[src/mem_island_cfg_pkg.sv]
//##########################################################
// Memory island geometry
// Data widths, bank counts, address field positions and the
// wide outstanding limit
//##########################################################
`default_nettype none

package mem_island_cfg_pkg;

   // Byte address width
   localparam int unsigned AddrWidth = 16;

   // Port data widths
   localparam int unsigned NarrowWidth = 32;
   localparam int unsigned WideWidth   = 64;

   // Narrow sub-banks that make up one wide bank
   localparam int unsigned SubBanksPerWide = WideWidth / NarrowWidth;
   localparam int unsigned NumWideBanks    = 2;

   // Little-endian address fields
   localparam int unsigned NarrowWordBit = $clog2(NarrowWidth / 8);
   localparam int unsigned WideWordBit   = $clog2(WideWidth / 8);
   // Wide bank select sits right above the wide word offset
   localparam int unsigned WideBankBit   = WideWordBit;
   localparam int unsigned RowBit        = WideBankBit + $clog2(NumWideBanks);
   localparam int unsigned MaxRowWidth   = AddrWidth - RowBit;

   // Wide responses in flight
   localparam int unsigned WideMaxOutstanding = 2;

endpackage

`default_nettype wire

[src/mem_island_bus_pkg.sv]
//##########################################################
// Memory island bus types
// Port payloads, sub-bank requests and bank index types
//##########################################################
`default_nettype none

package mem_island_bus_pkg;

   typedef logic [mem_island_cfg_pkg::AddrWidth-1:0] addr_t;

   typedef logic [mem_island_cfg_pkg::NarrowWidth-1:0]   narrow_data_t;
   typedef logic [mem_island_cfg_pkg::NarrowWidth/8-1:0] narrow_strb_t;
   typedef logic [mem_island_cfg_pkg::WideWidth-1:0]     wide_data_t;
   typedef logic [mem_island_cfg_pkg::WideWidth/8-1:0]   wide_strb_t;

   // Only the low bits up to the bank depth are decoded
   typedef logic [mem_island_cfg_pkg::MaxRowWidth-1:0] row_t;

   typedef logic [$clog2(mem_island_cfg_pkg::NumWideBanks)-1:0]    wide_bank_idx_t;
   typedef logic [$clog2(mem_island_cfg_pkg::SubBanksPerWide)-1:0] sub_bank_idx_t;

   // Narrow port request
   typedef struct packed {
      addr_t        addr;
      logic         we;
      narrow_data_t wdata;
      narrow_strb_t strb;
   } narrow_req_t;

   // Wide port request
   typedef struct packed {
      addr_t      addr;
      logic       we;
      wide_data_t wdata;
      wide_strb_t strb;
   } wide_req_t;

   // Access to one 32-bit sub-bank, shared by narrow and wide sides
   typedef struct packed {
      row_t         row;
      logic         we;
      narrow_data_t wdata;
      narrow_strb_t strb;
   } bank_req_t;

endpackage

`default_nettype wire

[src/narrow_router.sv]
//##########################################################
// Narrow router
// Steers narrow accesses to one sub-bank, fixed latency reply
//##########################################################
`timescale 1ns/1ps
`default_nettype none

module narrow_router (
   input  wire logic                            clk_i,
   input  wire logic                            rst_ni,
   input  wire logic                            req_i,
   output      logic                            gnt_o,
   input  wire mem_island_bus_pkg::narrow_req_t req_data_i,
   output      logic                            rvalid_o,
   output      mem_island_bus_pkg::narrow_data_t rdata_o,
   output      logic [mem_island_cfg_pkg::NumWideBanks-1:0]
                     [mem_island_cfg_pkg::SubBanksPerWide-1:0] bank_req_o,
   output      mem_island_bus_pkg::bank_req_t   bank_o,
   input  wire logic [mem_island_cfg_pkg::NumWideBanks-1:0]
                     [mem_island_cfg_pkg::SubBanksPerWide-1:0] bank_gnt_i,
   input  wire mem_island_bus_pkg::narrow_data_t [mem_island_cfg_pkg::NumWideBanks-1:0]
                     [mem_island_cfg_pkg::SubBanksPerWide-1:0] bank_rdata_i
);
   import mem_island_cfg_pkg::*;
   import mem_island_bus_pkg::*;

   wide_bank_idx_t wb, wb_q;
   sub_bank_idx_t  sb, sb_q;
   logic           valid_q;

   assign wb = req_data_i.addr[WideBankBit +: $bits(wide_bank_idx_t)];
   assign sb = req_data_i.addr[NarrowWordBit +: $bits(sub_bank_idx_t)];

   // Payload fans out to all sub-banks, only the addressed one sees req
   always_comb begin
      bank_req_o         = '0;
      bank_req_o[wb][sb] = req_i;
      bank_o.row         = row_t'(req_data_i.addr[AddrWidth-1:RowBit]);
      bank_o.we          = req_data_i.we;
      bank_o.wdata       = req_data_i.wdata;
      bank_o.strb        = req_data_i.strb;
   end

   assign gnt_o = bank_gnt_i[wb][sb];

   // Remember which sub-bank answers next cycle
   always_ff @(posedge clk_i or negedge rst_ni) begin
      if (!rst_ni) begin
         valid_q <= 1'b0;
         wb_q    <= '0;
         sb_q    <= '0;
      end else begin
         valid_q <= req_i & gnt_o;
         if (req_i && gnt_o) begin
            wb_q <= wb;
            sb_q <= sb;
         end
      end
   end

   assign rvalid_o = valid_q;
   assign rdata_o  = bank_rdata_i[wb_q][sb_q];

endmodule

`default_nettype wire

[config.mk]
export PLATFORM = sky130hd
export DESIGN_NAME = narrow_router
export DESIGN_NICKNAME = d
export VERILOG_FILES = /design/src/mem_island_cfg_pkg.sv /design/src/mem_island_bus_pkg.sv /design/src/narrow_router.sv
export SDC_FILE = /design/constraint.sdc
export NUM_CORES = 1
export LEC_CHECK = 0
export BUFFER_PORTS_ARGS = -buffer_cell sky130_fd_sc_hd__clkbuf_2
export CORE_AREA = 2 2 107 109
export CTS_CLUSTER_SIZE = 40
export DETAILED_ROUTE_END_ITERATION = 12
export DIE_AREA = 0 0 109 111
export GPL_TIMING_DRIVEN = 0
export PLACE_DENSITY = 0.48
export SYNTH_ARGS = -nofsm -noshare
export SYNTH_HDL_FRONTEND = slang
export SYNTH_SLANG_ARGS = --single-unit
export TNS_END_PERCENT = 1
[constraint.sdc]
create_clock -name clk_i -period 1.5 [get_ports clk_i]
set_input_delay 0.075 -clock clk_i [delete_from_list [all_inputs] [get_ports clk_i]]
set_output_delay 0.075 -clock clk_i [all_outputs]
set_load 0.01 [all_outputs]
==> results of run 1 <==
repair_timing:
item / CTS / global route
gates resized for setup: 19 / 3
setup buffers: 2 / 0
setup endpoints to repair: 33 / 32
hold buffers: 1 / 0
hold endpoints to repair: 3 / 0
worst paths after layout:
| check | from | to | cells past startpoint |
|---|---|---|---|
| worst max-delay path | wb_q$_DFFE_PN0P_ | rdata_o[20] | 4 |
| min in group asynchronous | rst_ni | rvalid_o$_DFF_PN0_ | 2 |
| worst min register to register | wb_q$_DFFE_PN0P_ | wb_q$_DFFE_PN0P_ | 3 |
| worst max register to register | sb_q$_DFFE_PN0P_ | sb_q$_DFFE_PN0P_ | 3 |
| worst min-delay path | req_data_i[40] | wb_q$_DFFE_PN0P_ | 2 |
| max in group asynchronous | rst_ni | sb_q$_DFFE_PN0P_ | 2 |
cells in the final DEF (no fill, tap or decap):
cell / count
a21oi_1: 1
and2_4: 1
and3_2: 2
buf_12: 3
buf_4: 51
buf_6: 2
clkbuf_1: 1
clkbuf_16: 3
clkbuf_2: 222
clkbuf_4: 3
dfrtp_1: 2
dfrtp_2: 1
dlygate4sd3_1: 1
inv_1: 2
mux2_2: 1
mux2_4: 1
mux2i_1: 1
mux4_2: 33
nor3_1: 2
o21ai_0: 2
metal layers:
metal  vias to the layer above  wire, um
met5                         -         0
met4                         0        22
met3                         4       782
met2                       154      3140
met1                       795      2200
li1                        827         -
logic make-up after synthesis:
family / after synthesis / synth area share (%)
AO/OA/AOI/OAI: 3 / 1.13
flip-flops: 3 / 5.67
buffers and inverters: 60 / 31.8
multiplexers: 36 / 58.8
AND/OR/NAND/NOR: 5 / 2.55
stage by stage:
| stage | instance area [um2] | utilization, % | power [uW] | TNS (ps) | hold WS (ps) |
|---|---|---|---|---|---|
| 5_1_grt | 2780 | 25.1 | 2030 | -3840 | 145 |
| 4_1_cts | 2770 | 25.0 | 1940 | -3020 | 137 |
| 3_3_place_gp | 2620 | 23.6 | 1410 | -9600 | -127 |
| 3_5_place_dp | 2620 | 23.6 | 1420 | -9870 | -124 |
| 2_1_floorplan | 1330 | - | 867 | 0 | -221 |
| 6_report | 2780 | 25.1 | 1900 | -2210 | 136 |
power groups by stage:
stage	registers (uW)	logic (uW)	clock network, uW
after floorplan	96.3	771	0
after global placement	95.8	1310	0
after detailed placement	95.8	1320	0
after CTS	109	1400	430
after global routing	111	1480	440
final	107	1380	421
layout make-up:
type	instances	share of cell area [%]
sequential	3	2.75
inverter	2	0.270
clock buffer	4	2.84
timing repair buffer	225	40.9
tap	143	6.44
multi-input combinational	44	29.8
buffer	57	17.0
registers in the layout (all words and copies together), names as in the netlist:
register,flops
rvalid_o,1
sb_q,1
wb_q,1
worst max-delay path: stages (launching register included):
cell	delay [ps]
dfrtp_1	330
buf_6	140
buf_12	150
mux4_2	520
clkbuf_2	150
==> metrics, run 1 <==
status finished with violations; root buffer cell clkbuf_16; Slew headroom 85.3%; Starting Density 12.0%; clock share of power 22.1%; met1 Resource Use GR 10.1%; row cnt 39; Async SR Flop Fraction 100%; post-DP HPWL 5780 um; FF-to-FF setup slack 410 ps; slack of the critical path -104 ps; FF+latch count, synth 3; Tot GR Track Use 9.23%; DRT Pass-1 Iters 5; GRT met2 Usage 17.9%; Die Area 12100 um2; Overflow after GRT 0; PD cells 685 nW/um2; post-synth top area cell mux4_2; drt wl/cell 12.9 um; area of the mapped netlist 1330 um2; ratio of cells with drive above 1 in the final layout 96.4%; Finished Layout Cells 478; Sw Share 34.1%; # placed instances 472; WP data arrival 1530 ps; setup clock skew after layout 0 ps; Most used DFF post-synth dfrtp_1; chip height 111 um; # DRC 0; CP endpoint kind output port; Max Slew Vio Count 0; synthesized instance count 107; Hold Fails Final Rpt 0; cell-internal power 1260 uW; Peak VDD IR 0.306 mV; total of max-cap violations 0; EDFF count, synth 0; Synth top cells by count 49 x buf_4, 33 x mux4_2, 4 x buf_2, 4 x clkbuf_1, 3 x dfrtp_1; Area growth syn-to-layout 110%; routed vias/inst 3.72; CTS Buffer Depth 2; Routability Congestion 0.652; Sw Pwr 649 uW; Setup WS pre-CTS -391 ps; Skew-Pair Late Insertion Delay 220 ps; Core ar. 11100 um2; Multi-input gate area 828 um2; Flop pwr share 5.6%; PortBufs 222; Required @ worst endpoint 1420 ps; failing checks negative setup slack; die width 109 um; DRT iter0 DRCs 66; CP Max Fanout 10; total CTS buffers 3; RSZ-0062 raised after global routing yes; clock tree sinks 3; final setup vio count 32; Gate power share 72.3%; first-pass GRT wire length 8710 um; Lkg Pwr 0.00157 uW; CTS tree yes; count leader, synth buf_4; clock slew at reported path FFs 30 ps; n_diodes 0; level count of the clock H-tree 1; warnings from Yosys 0; post-synth cell types 15; pin slew with the least headroom to its limit 219 ps; number of global-route vias before repair 1798; drt total wl 6150 um; Hold Crit Class in -> reg; Filler Cell Count 1216; Register Area 76.3 um2; largest net degree at the start of global routing 11; syn_area_per_cell 12.4 um2; total number of vias 1780; crit path launch type register; Area contributors post-synth mux4_2 56%, buf_4 28%, dfrtp_1 5.7%; antenna violations before repair 0; Seq/Total Area, Yosys 5.67%; post-layout net count 524; Synth top area share 56.1%; ANT nets after route 0; minimum clock period 1600 ps; layer with the highest usage met2; CP Class reg -> out; Syn Nets 295; fmax 623 MHz; Final period util 107%; met3 Track Usage GR 2.23%; I/O Pins 275
(Power assumes the default switching activity.)
==> run 2, diff against run 1 <==
--- a/config.mk
+++ b/config.mk
@@ -6,12 +6,13 @@
 export NUM_CORES = 1
 export LEC_CHECK = 0
 export BUFFER_PORTS_ARGS = -buffer_cell sky130_fd_sc_hd__clkbuf_2
-export CORE_AREA = 2 2 107 109
+export CORE_AREA = 3 3 105 107
+export CTS_CLUSTER_DIAMETER = 200
 export CTS_CLUSTER_SIZE = 40
 export DETAILED_ROUTE_END_ITERATION = 12
-export DIE_AREA = 0 0 109 111
+export DIE_AREA = 0 0 108 110
 export GPL_TIMING_DRIVEN = 0
-export PLACE_DENSITY = 0.48
+export PLACE_DENSITY = 0.6
 export SYNTH_ARGS = -nofsm -noshare
 export SYNTH_HDL_FRONTEND = slang
 export SYNTH_SLANG_ARGS = --single-unit
==> run 2 against run 1 <==
Net effect: the flow still finishes with violations (negative setup slack); clock power shrank 44%; worst setup slack worse by 1.6 ps; die area is 1.8% lower; worst hold slack gained 11 ps; sequential share of layout area about the same; clock skew stayed put; count of clock-buffer cells in the layout unchanged; largest cell class unchanged.
==> metrics, run 2 (synthesis gave the netlist of run 1 again) <==
slack of the critical path -106 ps (-1.59 ps); pin slew with the least headroom to its limit 279 ps (+60.0 ps); RSZ-0062 raised after global routing yes; Skew-Pair Late Insertion Delay 210 ps (about the same); die width 108 um (-0.92%); clock tree sinks 3 (unchanged); root buffer cell clkbuf_8; largest net degree at the start of global routing 11 (unchanged); setup clock skew after layout 0 ps (unchanged); Slew headroom 81.2% (-4.0 points); post-layout net count 524 (unchanged); level count of the clock H-tree 1 (unchanged); chip height 110 um (-0.90%); ratio of cells with drive above 1 in the final layout 96.4% (unchanged); number of global-route vias before repair 1787 (-0.61%); WP data arrival 1530 ps (about the same); minimum clock period 1610 ps (+1.59 ps); CTS Buffer Depth 2 (unchanged); Hold Fails Final Rpt 0 (unchanged); CP endpoint kind output port; fmax 623 MHz (about the same); Setup WS pre-CTS -398 ps (-7.32 ps); Starting Density 13.0% (+0.99 points); routed vias/inst 3.88 (+4.2%); # DRC 0 (unchanged); status finished with violations; CP Max Fanout 10 (unchanged); PD cells 640 nW/um2 (-6.6%); n_diodes 0 (unchanged); Core ar. 10200 um2 (-7.6%); Peak VDD IR 0.203 mV (-34%); FF-to-FF setup slack 400 ps (about the same); Post-Route Utilization 27.0% (+1.9 points); I/O Pins 275 (unchanged); clock slew at reported path FFs 30 ps (about the same); most frequent cells in the layout 222 x clkbuf_2, 50 x buf_4, 33 x mux4_2; total of max-cap violations 0 (unchanged); Routability Congestion 0.818 (+25%); CTS tree yes; Area growth syn-to-layout 108%; Die Area 11900 um2 (-1.8%); DRT iter0 DRCs 76 (+15%); first-pass GRT wire length 9610 um (+10%); ANT nets after route 0 (unchanged); failing checks negative setup slack; commonest non-fill, non-tap cell in the layout clkbuf_2; row cnt 37 (-5.1%); Required @ worst endpoint 1420 ps (about the same); CP Class reg -> out; Max Slew Vio Count 0 (unchanged); Overflow after GRT 0 (unchanged); Filler Cell Count 1106 (-9.0%); Hold Crit Class in -> reg; antenna violations before repair 0 (unchanged); DRT Pass-1 Iters 4 (-1); Final period util 107% (about the same); Lkg Pwr 0.00156 uW (-0.30%); crit path launch type register; drt total wl 7440 um (+21%); total CTS buffers 3 (unchanged); total number of vias 1828 (+2.7%); PortBufs 222 (unchanged); Tot GR Track Use 10.6% (+1.3 points); drt wl/cell 15.8 um (+23%); post-DP HPWL 6760 um (+17%); final setup vio count 32 (unchanged)
==> run 2: cell counts in the layout (fill, tap and decap cells not counted) <==
No cell type changed its count.
==> run 2: area by class of cell <==
| type | instances | area [um2] | share of cell area [%] |
|---|---|---|---|
| Timing Repair Buffer | 225 | 1160 | 41.8 |
| Multi-Input combinational cell | 44 | 828 | 30.0 |
| Buffer | 57 | 479 | 17.3 |
| Tap cell | 136 | 170 | 6.16 |
| Sequential cell | 3 | 76.3 | 2.76 |
| Clock buffer | 4 | 45.0 | 1.63 |
| Inverter | 2 | 7.51 | 0.272 |
==> run 2: final timing paths <==
check	depth (start not counted)	startpoint	endpoint
max reg2reg	3	sb_q$_DFFE_PN0P_	sb_q$_DFFE_PN0P_
min in group asynchronous	2	rst_ni	rvalid_o$_DFF_PN0_
max	4	wb_q$_DFFE_PN0P_	rdata_o[20]
max in group asynchronous	2	rst_ni	sb_q$_DFFE_PN0P_
min	2	req_data_i[40]	wb_q$_DFFE_PN0P_
min reg2reg	3	wb_q$_DFFE_PN0P_	wb_q$_DFFE_PN0P_
==> run 2: stage by stage <==
stage	hold slack (ps)	instances	setup TNS, ps	total power, uW	instance area (um2)
after detailed placement	-125	465	-8190	1420	2610
after global routing	157	471	-4210	1890	2760
after global placement	-129	465	-7440	1410	2610
final	148	471	-2480	1770	2760
after floorplan	-221	107	0	867	1330
after CTS	147	471	-3060	1800	2760
==> run 2: critical path, stage by stage (launching register included) <==
cell and delay (ps):
dfrtp_1 330, buf_6 160, buf_12 160, mux4_2 510, clkbuf_2 150
==> run 2: report_power, final <==
group          total, uW  leakage [uW]  switching (uW)  internal (uW)
combinational       1430       0.00150             589            838
clock                235     0.0000228            53.7            181
sequential           107     0.0000344            13.3           93.4
total               1770       0.00156             656           1110
==> run 2: per-layer routing <==
metal | GRT usage [%] | share of wire (%) | vias up
li1 | - | - | 825
met1 | 11.7 | 34 | 817
met2 | 19.1 | 50 | 176
met3 | 3.15 | 14 | 10
met4 | 3.97 | 2.3 | 0
met5 | 0 | 0 | -
==> run 2: timing repair <==
item | in CTS | in global routing
buffers inserted | 1 | 0
gates cloned | 1 | 0
resized for setup | 23 | 0
hold endpoints to repair | 3 | 0
hold buffers | 1 | 0
pin swaps | 0 | 0
endpoints found under the setup margin | 30 | 32
==> run 3, diff against run 2 <==
--- a/config.mk
+++ b/config.mk
@@ -11,8 +11,7 @@
 export CTS_CLUSTER_SIZE = 40
 export DETAILED_ROUTE_END_ITERATION = 12
 export DIE_AREA = 0 0 108 110
-export GPL_TIMING_DRIVEN = 0
-export PLACE_DENSITY = 0.6
+export PLACE_DENSITY = 0.49
 export SYNTH_ARGS = -nofsm -noshare
 export SYNTH_HDL_FRONTEND = slang
 export SYNTH_SLANG_ARGS = --single-unit
==> run 3 against run 2 <==
Net effect: the flow still finishes with violations (negative setup slack); worst setup slack better by 7.4 ps; register-to-register slack improved by 80 ps; wire length is 21% lower; cell count shrank 22%; utilization is 6.8 points lower; final area fell by 25%; global-route usage down 2.2 points; fmax is 0.46% higher; clock power barely moved; non-clock buffer count down 102; sequential power hardly changed; count of clock-buffer cells in the layout is the same; critical endpoint is now rdata_o[1].
==> metrics, run 3 (synthesis gave the netlist of run 1 again) <==
Flop pwr share 7.3% (+1.3 points); CTS Buffer Depth 2 (unchanged); FF-to-FF setup slack 480 ps (+80 ps); Final period util 107% (-0.49 points); level count of the clock H-tree 1 (unchanged); DRT iter0 DRCs 66 (-13%); Starting Density 13.0% (unchanged); post-DP HPWL 5290 um (-22%); Overflow after GRT 0 (unchanged); chip height 110 um (unchanged); Routability Congestion 0.801 (-2.0%); total number of vias 1422 (-22%); met3 Track Usage GR 3.03% (-0.12 points); PD cells 711 nW/um2 (+11%); first-pass GRT wire length 7690 um (-20%); total CTS buffers 3 (unchanged); minimum clock period 1600 ps (-7.40 ps); crit path launch type register; Bufs and invs on worst path 2 (-1); Lkg Pwr 0.00109 uW (-30%); clock share of power 15.9% (+2.6 points); Core ar. 10200 um2 (unchanged); clock slew at reported path FFs 30 ps (about the same); total of max-cap violations 0 (unchanged); cell-internal power 914 uW (-18%); Power Total 1470 uW (-17%); CP top delay family multiplexers; reg2reg path depth 2 (-1); CTS tree yes; routed vias/inst 3.85 (-0.71%); Hold Fails Final Rpt 0 (unchanged); worst hold slack 150 ps (+2.29 ps); Required @ worst endpoint 1420 ps (about the same); Sw Pwr 558 uW (-15%); CP endpoint kind output port; ANT nets after route 0 (unchanged); status finished with violations; drt wl/cell 15.8 um (+0.29%); Tot GR Track Use 8.37% (-2.2 points); number of global-route vias before repair 1400 (-22%); CP Max Fanout 19 (+9); post-layout net count 422 (-19%); Gate power share 76.8% (-3.9 points); slowest CP cell mux4_2; setup clock skew after layout 0 ps (unchanged); Skew-Pair Late Insertion Delay 210 ps (about the same); Slew headroom 87.1% (+5.9 points); PortBufs 174 (-22%); die width 108 um (unchanged); row cnt 37 (unchanged); Die Area 11900 um2 (unchanged); met1 Resource Use GR 10.2% (-1.5 points); worst path cell trace buf_12 -> mux4_2 -> clkbuf_2; Hold Crit Class in -> out; slack of the critical path -98.5 ps (+7.40 ps); commonest non-fill, non-tap cell in the layout clkbuf_2; GRT met2 Usage 14.2% (-4.9 points); CP Class reg -> out; FF-to-FF End wb_q$_DFFE_PN0P_; DRT Pass-1 Iters 4 (unchanged); Peak VDD IR 0.195 mV (-4.1%); n_diodes 0 (unchanged); # DRC 0 (unchanged); layer with the highest usage met2; R2R Path Start wb_q$_DFFE_PN0P_; root buffer cell clkbuf_8; pin slew with the least headroom to its limit 194 ps (-85.1 ps); ratio of cells with drive above 1 in the final layout 94.8% (-1.6 points); WP data arrival 1520 ps (about the same); Critical Path Source wb_q$_DFFE_PN0P_; Hold Path Cell Cnt 0 (-2); Worst path max stage delay 550 ps (+40 ps); fmax 626 MHz (+0.46%); hold path start req_data_i[13]; drt total wl 5840 um (-21%); final setup vio count 32 (unchanged); largest net degree at the start of global routing 33 (+22); Worst Hold End bank_o[13]; RSZ-0062 raised after global routing yes; I/O Pins 275 (unchanged); Post-Route Utilization 20.2% (-6.8 points); antenna violations before repair 0 (unchanged); most frequent cells in the layout 173 x clkbuf_2, 33 x mux4_2, 3 x clkbuf_8, 3 x buf_4; Area growth syn-to-layout 56.3%; Max Slew Vio Count 0 (unchanged); Sw Share 37.9% (+0.81 points); clock tree sinks 3 (unchanged); failing checks negative setup slack
==> run 3: power groups by stage <==
| stage | clock (uW) | sequential (uW) | combinational, uW |
|---|---|---|---|
| 6_report | 234 | 108 | 1130 |
| 4_1_cts | 242 | 108 | 1160 |
| 2_1_floorplan | 0 | 96.3 | 771 |
| 3_5_place_dp | 0 | 109 | 1150 |
| 5_1_grt | 247 | 110 | 1220 |
| 3_3_place_gp | 0 | 108 | 1140 |
==> run 3: worst register-to-register path, cell delays in order, from the launching register on <==
cell and delay [ps]:
dfrtp_2 420, buf_4 200, mux2_4 270
==> run 3: stage by stage <==
| stage | setup slack [ps] | TNS, ps | std cells | instance area [um2] |
|---|---|---|---|---|
| after floorplan | 95.7 | 0 | 107 | 1330 |
| after global placement | 118 | 0 | 364 | 2020 |
| after detailed placement | 114 | 0 | 364 | 2020 |
| after CTS | -122 | -2810 | 369 | 2070 |
| after global routing | -153 | -3970 | 369 | 2070 |
| final | -98.5 | -1860 | 369 | 2070 |
==> run 3: cell type report <==
class / count / area, um2
multi-input combinational: 44 / 828
clock buffer: 4 / 45.0
sequential: 3 / 76.3
tap: 136 / 170
inverter: 2 / 7.51
timing repair buffer: 180 / 943
fill: 1126 / 8160
==> run 3: worst max-delay path by stage <==
stage	end	slack, ps	depth (start not counted)
floorplan	rdata_o[10]	100	3
global placement	rdata_o[12]	120	3
detailed placement	rdata_o[23]	110	3
CTS	rdata_o[12]	-120	3
global route	rdata_o[27]	-150	3
finish	rdata_o[1]	-100	3
==> run 3: what timing repair did <==
action,4_1_cts,5_1_grt
gates resized for setup,0,1
buffers inserted,0,0
hold buffers,1,0
hold endpoints to repair,3,0
endpoints found under the setup margin,32,32
==> run 3: layer usage <==
metal / routed length [um] / up-vias
li1: - / 621
met1: 2160 / 669
met2: 2850 / 122
met3: 804 / 10
met4: 34 / 0
met5: 0 / -
